==> src/net_pkg.sv <==
/*
  Shared definitions for the ethernet control core.
  Address, lease and timer types, sequencer states,
  transmitter users and the dhcp / fallback constants.
*/
package net_pkg;

  // ----------------------------------------
  // addresses and timers
  // ----------------------------------------
  typedef logic [31:0] ip_addr_t;
  typedef logic [47:0] mac_addr_t;
  typedef logic [31:0] lease_t;       // seconds, as granted by the server
  typedef logic [17:0] renew_secs_t;  // seconds left before renewal
  typedef logic [3:0]  dhcp_secs_t;   // seconds since discover began, goes into the packet
  typedef logic [1:0]  link_speed_t;  // 01 = 100M, 10 = 1000M, 00/11 no link

  // bring-up sequencer states
  typedef enum logic [3:0] {
    ST_START        = 4'd0,
    ST_PHY_CONNECT  = 4'd1,
    ST_PHY_SETTLE   = 4'd2,
    ST_DHCP_REQUEST = 4'd3,
    ST_DHCP         = 4'd4,
    ST_DHCP_RETRY   = 4'd5,
    ST_RUNNING      = 4'd6,
    ST_RENEW_WAIT   = 4'd7,
    ST_RENEW_REQ    = 4'd8,
    ST_RENEW_ACK    = 4'd9
  } net_state_t;

  // users of the shared transmitter, arp wins
  typedef enum logic [1:0] {
    PT_ARP  = 2'd0,
    PT_ICMP = 2'd1,
    PT_DHCP = 2'd2,
    PT_UDP  = 2'd3
  } tx_protocol_t;

  // ----------------------------------------
  // protocol constants
  // ----------------------------------------
  localparam logic [15:0] APIPA_PREFIX = {8'd169, 8'd254};  // link-local 169.254
  localparam int DHCP_GIVE_UP_SECONDS  = 15;
  localparam int DEFAULT_RENEW_SECONDS = 43200;  // 12 h when no lease given
  localparam int RENEW_ACK_SECONDS     = 20;
  localparam int RENEW_BACKOFF_SECONDS = 300;    // pause after a lost ack

endpackage
==> src/net_control.sv <==
/*
  Ethernet endpoint control core, top level.
  One-second prescaler, bring-up sequencer and
  transmit arbiter on the tx_clock domain.
*/
module net_control #(
  parameter int ticks_per_second = 2500000,
  parameter int retry_gap_cycles = 131072
) (
  input  logic                  tx_clock,
  input  logic                  rst_n,
  // link and configuration
  input  net_pkg::link_speed_t  link_speed,
  input  logic                  link_duplex,
  input  net_pkg::ip_addr_t     static_ip,
  input  net_pkg::mac_addr_t    local_mac,
  // dhcp results
  input  logic                  dhcp_success,
  input  net_pkg::ip_addr_t     ip_accept,
  input  net_pkg::lease_t       lease,
  // transmit requests
  input  logic                  arp_tx_request,
  input  logic                  icmp_tx_request,
  input  logic                  dhcp_tx_request,
  input  logic                  udp_tx_request,
  input  logic                  tx_active,
  // status
  output net_pkg::ip_addr_t     local_ip,
  output logic                  network_state_dhcp,
  output logic                  network_state_fixedip,
  output logic                  speed_1gb,
  // dhcp control
  output logic                  dhcp_tx_start,
  output logic                  dhcp_rx_enable,
  output net_pkg::dhcp_secs_t   dhcp_seconds,
  // transmit grant
  output net_pkg::tx_protocol_t tx_protocol,
  output logic                  arp_tx_enable,
  output logic                  icmp_tx_enable,
  output logic                  dhcp_tx_enable,
  output logic                  udp_tx_enable
);

  logic tick;          // one cycle per second
  logic tick_restart;  // sequencer starts a fresh second

  // ----------------------------------------
  // timebase and sequencer
  // ----------------------------------------
  second_tick #(
    .ticks_per_second(ticks_per_second)
  ) i_second_tick (
    .tx_clock    (tx_clock),
    .rst_n       (rst_n),
    .tick_restart(tick_restart),
    .tick        (tick)
  );

  link_sequencer #(
    .retry_gap_cycles(retry_gap_cycles)
  ) i_link_sequencer (
    .tx_clock             (tx_clock),
    .rst_n                (rst_n),
    .tick                 (tick),
    .link_speed           (link_speed),
    .link_duplex          (link_duplex),
    .static_ip            (static_ip),
    .local_mac            (local_mac),
    .dhcp_success         (dhcp_success),
    .ip_accept            (ip_accept),
    .lease                (lease),
    .tick_restart         (tick_restart),
    .local_ip             (local_ip),
    .network_state_dhcp   (network_state_dhcp),
    .network_state_fixedip(network_state_fixedip),
    .speed_1gb            (speed_1gb),
    .dhcp_tx_start        (dhcp_tx_start),
    .dhcp_rx_enable       (dhcp_rx_enable),
    .dhcp_seconds         (dhcp_seconds)
  );

  // ----------------------------------------
  // shared transmitter
  // ----------------------------------------
  tx_arbiter i_tx_arbiter (
    .tx_clock       (tx_clock),
    .rst_n          (rst_n),
    .arp_tx_request (arp_tx_request),
    .icmp_tx_request(icmp_tx_request),
    .dhcp_tx_request(dhcp_tx_request),
    .udp_tx_request (udp_tx_request),
    .tx_active      (tx_active),
    .tx_protocol    (tx_protocol),
    .arp_tx_enable  (arp_tx_enable),
    .icmp_tx_enable (icmp_tx_enable),
    .dhcp_tx_enable (dhcp_tx_enable),
    .udp_tx_enable  (udp_tx_enable)
  );

endmodule

==> src/tx_arbiter.sv <==
/*
  Transmitter arbiter.
  Fixed priority arp > icmp > dhcp > udp, registered winner,
  ready then start staging, grant held until tx_active.
*/
module tx_arbiter (
  input  logic                  tx_clock,
  input  logic                  rst_n,
  input  logic                  arp_tx_request,
  input  logic                  icmp_tx_request,
  input  logic                  dhcp_tx_request,
  input  logic                  udp_tx_request,
  input  logic                  tx_active,
  output net_pkg::tx_protocol_t tx_protocol,
  output logic                  arp_tx_enable,
  output logic                  icmp_tx_enable,
  output logic                  dhcp_tx_enable,
  output logic                  udp_tx_enable
);

  logic tx_ready;  // winner latched
  logic tx_start;  // enable of the winner is up

  always_ff @(posedge tx_clock or negedge rst_n) begin
    if (!rst_n) begin
      tx_ready    <= 1'b0;
      tx_start    <= 1'b0;
      tx_protocol <= net_pkg::PT_ARP;
    end else if (tx_active) begin
      // sender picked it up, release the grant
      tx_ready <= 1'b0;
      tx_start <= 1'b0;
    end else if (tx_ready) begin
      tx_start <= 1'b1;  // requests wait while a grant is pending
    end else if (arp_tx_request) begin
      tx_protocol <= net_pkg::PT_ARP;
      tx_ready    <= 1'b1;
    end else if (icmp_tx_request) begin
      tx_protocol <= net_pkg::PT_ICMP;
      tx_ready    <= 1'b1;
    end else if (dhcp_tx_request) begin
      tx_protocol <= net_pkg::PT_DHCP;
      tx_ready    <= 1'b1;
    end else if (udp_tx_request) begin
      tx_protocol <= net_pkg::PT_UDP;
      tx_ready    <= 1'b1;
    end
  end

  // decode of the registered winner
  assign arp_tx_enable  = tx_start && (tx_protocol == net_pkg::PT_ARP);
  assign icmp_tx_enable = tx_start && (tx_protocol == net_pkg::PT_ICMP);
  assign dhcp_tx_enable = tx_start && (tx_protocol == net_pkg::PT_DHCP);
  assign udp_tx_enable  = tx_start && (tx_protocol == net_pkg::PT_UDP);

  a_one_enable : assert property (
    @(posedge tx_clock) disable iff (!rst_n)
    $onehot0({arp_tx_enable, icmp_tx_enable, dhcp_tx_enable, udp_tx_enable})
  ) else $error("more than one transmit enable");

  // winner frozen for the whole grant
  a_protocol_held : assert property (
    @(posedge tx_clock) disable iff (!rst_n) tx_start |=> (!tx_start || $stable(tx_protocol))
  ) else $error("tx_protocol changed during a grant");

endmodule

==> src/link_sequencer.sv <==
/*
  Network bring-up sequencer.
  Link detect and settle, static address or dhcp with
  retransmits at 1/3/7 s, link-local fallback after 15 s,
  lease renewal at half lease with ack window and backoff.
*/
module link_sequencer #(
  parameter int retry_gap_cycles = 131072
) (
  input  logic                 tx_clock,
  input  logic                 rst_n,
  input  logic                 tick,
  input  net_pkg::link_speed_t link_speed,
  input  logic                 link_duplex,
  input  net_pkg::ip_addr_t    static_ip,
  input  net_pkg::mac_addr_t   local_mac,
  input  logic                 dhcp_success,
  input  net_pkg::ip_addr_t    ip_accept,
  input  net_pkg::lease_t      lease,
  output logic                 tick_restart,
  output net_pkg::ip_addr_t    local_ip,
  output logic                 network_state_dhcp,
  output logic                 network_state_fixedip,
  output logic                 speed_1gb,
  output logic                 dhcp_tx_start,
  output logic                 dhcp_rx_enable,
  output net_pkg::dhcp_secs_t  dhcp_seconds
);

  localparam int GW = $clog2(retry_gap_cycles + 1);
  localparam logic [GW-1:0] GAP_LOAD = GW'(retry_gap_cycles);

  net_pkg::net_state_t  state;
  net_pkg::renew_secs_t renew_secs;    // renewal / ack / backoff seconds
  logic [GW-1:0]        gap_count;     // pause before a retransmit

  logic                 link_up;
  logic                 static_valid;
  logic                 past_connect;
  net_pkg::ip_addr_t    apipa_ip;
  net_pkg::renew_secs_t renew_reload;

  // ----------------------------------------
  // link and address decode
  // ----------------------------------------
  assign link_up      = link_duplex && (link_speed[1] != link_speed[0]);  // 01 or 10
  assign static_valid = (static_ip != '0) && (static_ip != '1);
  assign apipa_ip     = {net_pkg::APIPA_PREFIX, local_mac[15:0]};
  assign past_connect = (state != net_pkg::ST_START) && (state != net_pkg::ST_PHY_CONNECT);

  // half the lease, or the default when the server gave none
  assign renew_reload = (lease == '0) ?
                        net_pkg::renew_secs_t'(net_pkg::DEFAULT_RENEW_SECONDS) :
                        net_pkg::renew_secs_t'(lease >> 1);

  // new second starts at connect, at each request and on each ack
  assign tick_restart = (state == net_pkg::ST_PHY_CONNECT && link_up) ||
                        (state == net_pkg::ST_DHCP_REQUEST) ||
                        (state == net_pkg::ST_RENEW_REQ) ||
                        ((state == net_pkg::ST_DHCP || state == net_pkg::ST_RENEW_ACK) &&
                         dhcp_success);

  // ----------------------------------------
  // state machine
  // ----------------------------------------
  always_ff @(posedge tx_clock or negedge rst_n) begin
    if (!rst_n) begin
      state                 <= net_pkg::ST_START;
      local_ip              <= '0;
      network_state_dhcp    <= 1'b1;  // high = no address yet
      network_state_fixedip <= 1'b1;
      speed_1gb             <= 1'b0;
      dhcp_tx_start         <= 1'b0;
      dhcp_rx_enable        <= 1'b0;
      dhcp_seconds          <= '0;
      renew_secs            <= '0;
      gap_count             <= '0;
    end else begin
      dhcp_tx_start <= 1'b0;  // single-cycle pulse

      if (past_connect && !link_up) begin
        // link gone, drop the address state and wait again
        network_state_dhcp    <= 1'b1;
        network_state_fixedip <= 1'b1;
        dhcp_rx_enable        <= 1'b0;
        state                 <= net_pkg::ST_PHY_CONNECT;
      end else begin
        case (state)
          net_pkg::ST_START: begin
            speed_1gb <= 1'b0;
            state     <= net_pkg::ST_PHY_CONNECT;
          end

          net_pkg::ST_PHY_CONNECT: begin
            if (link_up) begin
              speed_1gb <= link_speed[1];  // latched once per connect
              state     <= net_pkg::ST_PHY_SETTLE;
            end
          end

          net_pkg::ST_PHY_SETTLE: begin
            if (tick) begin  // one quiet second done
              if (static_valid) begin
                local_ip <= static_ip;
                state    <= net_pkg::ST_RUNNING;
              end else begin
                local_ip     <= '0;  // dhcp needs 0.0.0.0
                dhcp_seconds <= '0;
                state        <= net_pkg::ST_DHCP_REQUEST;
              end
            end
          end

          net_pkg::ST_DHCP_REQUEST: begin
            dhcp_tx_start  <= 1'b1;  // discover
            dhcp_rx_enable <= 1'b1;
            state          <= net_pkg::ST_DHCP;
          end

          net_pkg::ST_DHCP: begin
            if (dhcp_success) begin
              local_ip           <= ip_accept;
              network_state_dhcp <= 1'b0;
              dhcp_rx_enable     <= 1'b0;
              dhcp_seconds       <= '0;
              renew_secs         <= renew_reload;
              state              <= net_pkg::ST_RENEW_WAIT;
            end else if (tick) begin
              dhcp_seconds <= dhcp_seconds + 1'b1;  // old value decides below
              // retransmit after seconds 1, 3 and 7
              if (dhcp_seconds == 4'd0 || dhcp_seconds == 4'd2 || dhcp_seconds == 4'd6) begin
                gap_count <= GAP_LOAD;
                state     <= net_pkg::ST_DHCP_RETRY;
              end else if (dhcp_seconds ==
                           net_pkg::dhcp_secs_t'(net_pkg::DHCP_GIVE_UP_SECONDS - 1)) begin
                local_ip <= apipa_ip;  // no server, go link-local
                state    <= net_pkg::ST_RUNNING;
              end
            end
          end

          net_pkg::ST_DHCP_RETRY: begin
            dhcp_rx_enable <= 1'b0;
            if (gap_count == '0) begin
              state <= net_pkg::ST_DHCP_REQUEST;
            end else begin
              gap_count <= gap_count - 1'b1;
            end
          end

          net_pkg::ST_RUNNING: begin  // static or link-local address
            dhcp_rx_enable        <= 1'b0;
            network_state_fixedip <= 1'b0;
          end

          net_pkg::ST_RENEW_WAIT: begin
            dhcp_rx_enable <= 1'b0;
            if (renew_secs == '0) begin
              state <= net_pkg::ST_RENEW_REQ;
            end else if (tick) begin
              renew_secs <= renew_secs - 1'b1;
            end
          end

          net_pkg::ST_RENEW_REQ: begin
            dhcp_tx_start  <= 1'b1;  // renewal request, address stays in use
            dhcp_rx_enable <= 1'b1;
            renew_secs     <= net_pkg::renew_secs_t'(net_pkg::RENEW_ACK_SECONDS);
            state          <= net_pkg::ST_RENEW_ACK;
          end

          net_pkg::ST_RENEW_ACK: begin
            if (dhcp_success) begin
              dhcp_rx_enable <= 1'b0;
              renew_secs     <= renew_reload;
              state          <= net_pkg::ST_RENEW_WAIT;
            end else if (renew_secs == '0) begin
              dhcp_rx_enable <= 1'b0;  // ack window closed
              renew_secs     <= net_pkg::renew_secs_t'(net_pkg::RENEW_BACKOFF_SECONDS);
              state          <= net_pkg::ST_RENEW_WAIT;
            end else if (tick) begin
              renew_secs <= renew_secs - 1'b1;
            end
          end

          default: state <= net_pkg::ST_START;
        endcase
      end
    end
  end

  // ----------------------------------------
  // checks
  // ----------------------------------------
  a_tx_start_pulse : assert property (
    @(posedge tx_clock) disable iff (!rst_n) dhcp_tx_start |=> !dhcp_tx_start
  ) else $error("dhcp_tx_start longer than one cycle");

  // dhcp state only reports ready with a real address loaded
  a_dhcp_has_ip : assert property (
    @(posedge tx_clock) disable iff (!rst_n) !network_state_dhcp |-> (local_ip != '0)
  ) else $error("dhcp address ready but local_ip is zero");

endmodule

==> src/second_tick.sv <==
/*
  One-second prescaler.
  Down-counter on tx_clock, one-cycle tick at zero,
  restartable so a new second starts on demand.
*/
module second_tick #(
  parameter int ticks_per_second = 2500000
) (
  input  logic tx_clock,
  input  logic rst_n,
  input  logic tick_restart,
  output logic tick
);

  localparam int CW = $clog2(ticks_per_second + 1);
  localparam logic [CW-1:0] RELOAD = CW'(ticks_per_second - 1);

  logic [CW-1:0] count;  // cycles left in this second

  assign tick = (count == '0);

  always_ff @(posedge tx_clock or negedge rst_n) begin
    if (!rst_n) begin
      count <= RELOAD;
    end else if (tick_restart || tick) begin
      count <= RELOAD;  // first tick lands a full second later
    end else begin
      count <= count - 1'b1;
    end
  end

  // reload at zero keeps the tick to a single cycle
  a_tick_single : assert property (
    @(posedge tx_clock) disable iff (!rst_n) tick |=> !tick
  ) else $error("second tick high for two cycles");

endmodule

==> config.mk <==
export PLATFORM = sky130hd
export DESIGN_NAME = net_control
export DESIGN_NICKNAME = d
export VERILOG_FILES = /design/src/net_pkg.sv /design/src/net_control.sv /design/src/tx_arbiter.sv /design/src/link_sequencer.sv /design/src/second_tick.sv
export SDC_FILE = /design/constraint.sdc
export NUM_CORES = 1
export LEC_CHECK = 0
export BUFFER_PORTS_ARGS = -buffer_cell sky130_fd_sc_hd__clkbuf_2
export CORE_MARGIN = 3
export CORE_UTILIZATION = 34
export DETAILED_ROUTE_END_ITERATION = 8
export GPL_TIMING_DRIVEN = 0
export SLEW_MARGIN = 15
export SYNTH_ARGS = -nofsm -noshare
export SYNTH_HDL_FRONTEND = slang
export SYNTH_SLANG_ARGS = --single-unit
==> constraint.sdc <==
create_clock -name tx_clock -period 2.6 [get_ports tx_clock]
set_clock_uncertainty 0.15 [all_clocks]
set_input_delay 0.52 -clock tx_clock [delete_from_list [all_inputs] [get_ports tx_clock]]
set_output_delay 0.52 -clock tx_clock [all_outputs]
set_load 0.01 [all_outputs]
==> results_dict.tcl <==
set metrics [dict create \
    min_path_type "input port to register" \
    rows 50 \
    synth_area_sq_um 6640 \
    grt_pass1_wl_um 32800 \
    drcViolationCount 0 \
    r2r_setup_slack_ns -0.15 \
    async_reset_ff_share_pct 100 \
    cts.sinks 107 \
    fin_crit_sh_pct 106 \
    clk_latency_ns 0.36 \
    yosysWarnings 0 \
    critPathArrivalTime_ns 2.85 \
    run_status "complete, but fails checks" \
    route.final.wire_length_um 20500 \
    ys.flop_type "dfrtp_1" \
    cp_max_fo 4 \
    ant_nets 0 \
    period_needed_ns 2.75 \
    num_antenna_cells 0 \
    die_w_um 146 \
    worstReg2RegEnd "i_link_sequencer.state[2]" \
    r2r_start "i_link_sequencer.gap_count[6]" \
    dp_cells 1156 \
    max_freq_mhz 363 \
    setup_viol 17 \
    worst_pin_slew_ns 0.762 \
    core_sq_um 19000 \
    finalPower_mw 7.77 \
    cp-startpoint "i_link_sequencer.gap_count[6]" \
    stdcell_count 1217 \
    nets 1113 \
    tns_ns -1.06 \
    syn_nets 887 \
    post-route-util_pct 47.4 \
    crit_required_ns 2.69 \
    start_util_pct 35.0 \
    io_buffer_count 169 \
    reg2regPathDepth 6 \
    dr.pass1.iters 5 \
    hpwl_um 14800 \
    report.final.slew_viol_count 0 \
    place_congestion 0.905 \
    cap_violations 0 \
    grt_max_degree 62 \
    cts_buffers 9 \
    ys_types 71 \
    area_growth_pct 35.3 \
    avgSynthCellArea_sq_um 9.14 \
    crit_end "i_link_sequencer.state[2]" \
    end_kind "register" \
    synth_seq_cells 107 \
    fin_ws_ns -0.155 \
    synth_edf_count 0 \
    globalRouteOverflowTotal 0 \
    die_y_um 146 \
    cts_max_level 3 \
    cts_tree "done" \
    slew_headroom_pct 49.2 \
    clock-root-buffer "clkbuf_16" \
    dpl_worst_slack_ns -0.785 \
    pwr_density_cell_nw_per_um2 865 \
    grt_pass1_vias 6265 \
    final_hold_viol_count 0 \
    num_vias 6572 \
    yosysSeqAreaShare_pct 40.6 \
    violations "setup timing" \
    drt_iter0_markers 453 \
    antenna_found_initial 0 \
    path_class "register to register" \
    vdd_drop_max_v 0.000393 \
    io_pins 202 \
    grt_use_total_pct 18.6 \
    path_clk_slew_ns 0.08 \
    p_leak_nw 3.94 \
    drive_above_1_share_pct 39.0 \
    clock_path_buffers 2 \
    viasPerCell 5.40 \
    startpoint_type "register" \
    rsz0062_at_grt "yes" \
    avgRoutedWirePerCell_um 16.9 \
    syn_inst 726 \
    die_area_sq_um 21200 \
]
==> placed cells by master, fill, tap and decap left out, drive strengths merged, types with 6 or more instances in the layout <==
master | synthesis | final
nand2b | 15 | 15
xnor2 | 14 | 14
nor2 | 77 | 77
mux2i | 23 | 23
ha | 6 | 6
nor2b | 7 | 7
nand2 | 60 | 60
buf | 8 | 58
o31ai | 10 | 10
inv | 16 | 19
o2bb2ai | 18 | 18
a22o | 9 | 9
nand4 | 16 | 16
nand3 | 15 | 15
and3 | 10 | 10
o21ai | 45 | 45
or3 | 7 | 7
mux2 | 36 | 36
clkbuf | 29 | 203
dfrtp | 93 | 93
dfstp | 14 | 14
or4 | 18 | 18
xor2 | 7 | 7
nor3 | 25 | 25
nor4 | 36 | 36
a31oi | 6 | 6
a21oi | 35 | 35
==> cell type report <==
type                       count  area (sq um)
buffer                        31           181
clock buffer                  10           239
clock inverter                 6          56.3
fill                        1808          9970
inverter                      16          60.1
multi-input combinational    566          4110
sequential                   107          2700
tap                          260           325
timing repair buffer         221          1310
==> report_power, final <==
part	internal [mW]	total [mW]	switching [mW]	leakage, nW
clock network	0.698	1.38	0.678	0.143
logic	1.71	3.64	1.93	2.46
registers	2.24	2.75	0.507	1.34
==> registers in the layout, summed over array words and instances, names as in the netlist <==
name                                    cells
i_link_sequencer.dhcp_tx_start              1
i_link_sequencer.dhcp_rx_enable             1
i_link_sequencer.renew_secs                18
i_tx_arbiter.tx_protocol                    2
i_link_sequencer.network_state_fixedip      1
i_second_tick.count                        22
i_tx_arbiter.tx_ready                       1
i_link_sequencer.state                      4
i_link_sequencer.speed_1gb                  1
i_link_sequencer.dhcp_seconds               4
i_link_sequencer.local_ip                  32
i_tx_arbiter.tx_start                       1
i_link_sequencer.network_state_dhcp         1
i_link_sequencer.gap_count                 18
==> cells by family (layout without fill, tap and decap cells) <==
kind of cell    count (synthesis)  in the layout  synth area share [%]
compound gates                173            173                  18.1
xor+xnor                       21             21                  2.77
fa+ha+maj                       7              7                  1.28
buf+inv                        53            284                  3.20
flops                         107            107                  40.6
mux                            59             59                  9.69
simple gates                  306            306                  24.4
==> how the worst min path moves through the flow <==
stage / slack, ns / from / to / depth (start not counted)
finish: 0.19 / tx_active / i_tx_arbiter.tx_start / 2
global route: 0.18 / tx_active / i_tx_arbiter.tx_start / 2
CTS: 0.18 / tx_active / i_tx_arbiter.tx_ready / 2
detailed placement: 0.30 / i_second_tick.count[0] / i_second_tick.count[0] / 1
global placement: 0.30 / i_second_tick.count[0] / i_second_tick.count[0] / 1
floorplan: 0.07 / rst_n / i_link_sequencer.dhcp_rx_enable / 0
==> cells in the mapped netlist, types with 6 or more instances <==
cell type / count / area share [%]
o21ai_0: 44 / 3.3
nand2b_1: 15 / 1.4
a31oi_1: 6 / 0.57
and3_1: 9 / 0.85
clkbuf_1: 29 / 1.6
nand2_1: 60 / 3.4
ha_1: 6 / 1.1
nand4_1: 16 / 1.5
a22o_1: 9 / 1.2
mux2i_1: 23 / 3.5
o31ai_1: 10 / 1.1
nor2_1: 77 / 4.4
dfstp_2: 14 / 5.5
or4_1: 16 / 1.8
dfrtp_1: 93 / 35
nand3_1: 15 / 1.1
nor2b_1: 7 / 0.66
xnor2_1: 14 / 1.8
a21oi_1: 35 / 2.6
xor2_1: 7 / 0.92
o2bb2ai_1: 18 / 2.4
mux2_2: 34 / 5.8
or3_1: 7 / 0.66
inv_1: 16 / 0.90
nor4_1: 33 / 3.1
nor3_1: 25 / 1.9
==> critical path, cell delays in order, from the launching register on <==
cell and delay (ns):
dfrtp_1 0.41, or4_4 0.54, or4_4 0.56, o311ai_4 0.25
and3_4 0.24, o221a_4 0.20, mux2_4 0.29
==> per-stage QoR <==
stage               cell area, sq um  hold slack, ns
finish                          8980           0.194
CTS                             8610           0.181
global route                    8980           0.183
detailed placement              7850           0.299
floorplan                       6640          0.0744
global placement                7820           0.297
==> what timing repair did <==
item | CTS | global route
gates resized for setup | 55 | 66
endpoints found under the hold margin | 45 | 0
gates cloned | 1 | 1
setup endpoints to repair | 85 | 75
buffers inserted | 31 | 17
pin swaps | 14 | 18
hold buffers | 1 | 0
==> metal layers <==
metal	wire length, um	part of all wire (%)	track usage [%]
met1	8890	43	25.5
met2	9560	47	28.9
met3	1640	8.0	4.98
met4	445	2.2	5.65
met5	0	0	0
No activity file was read; power rests on OpenSTA's default activity.
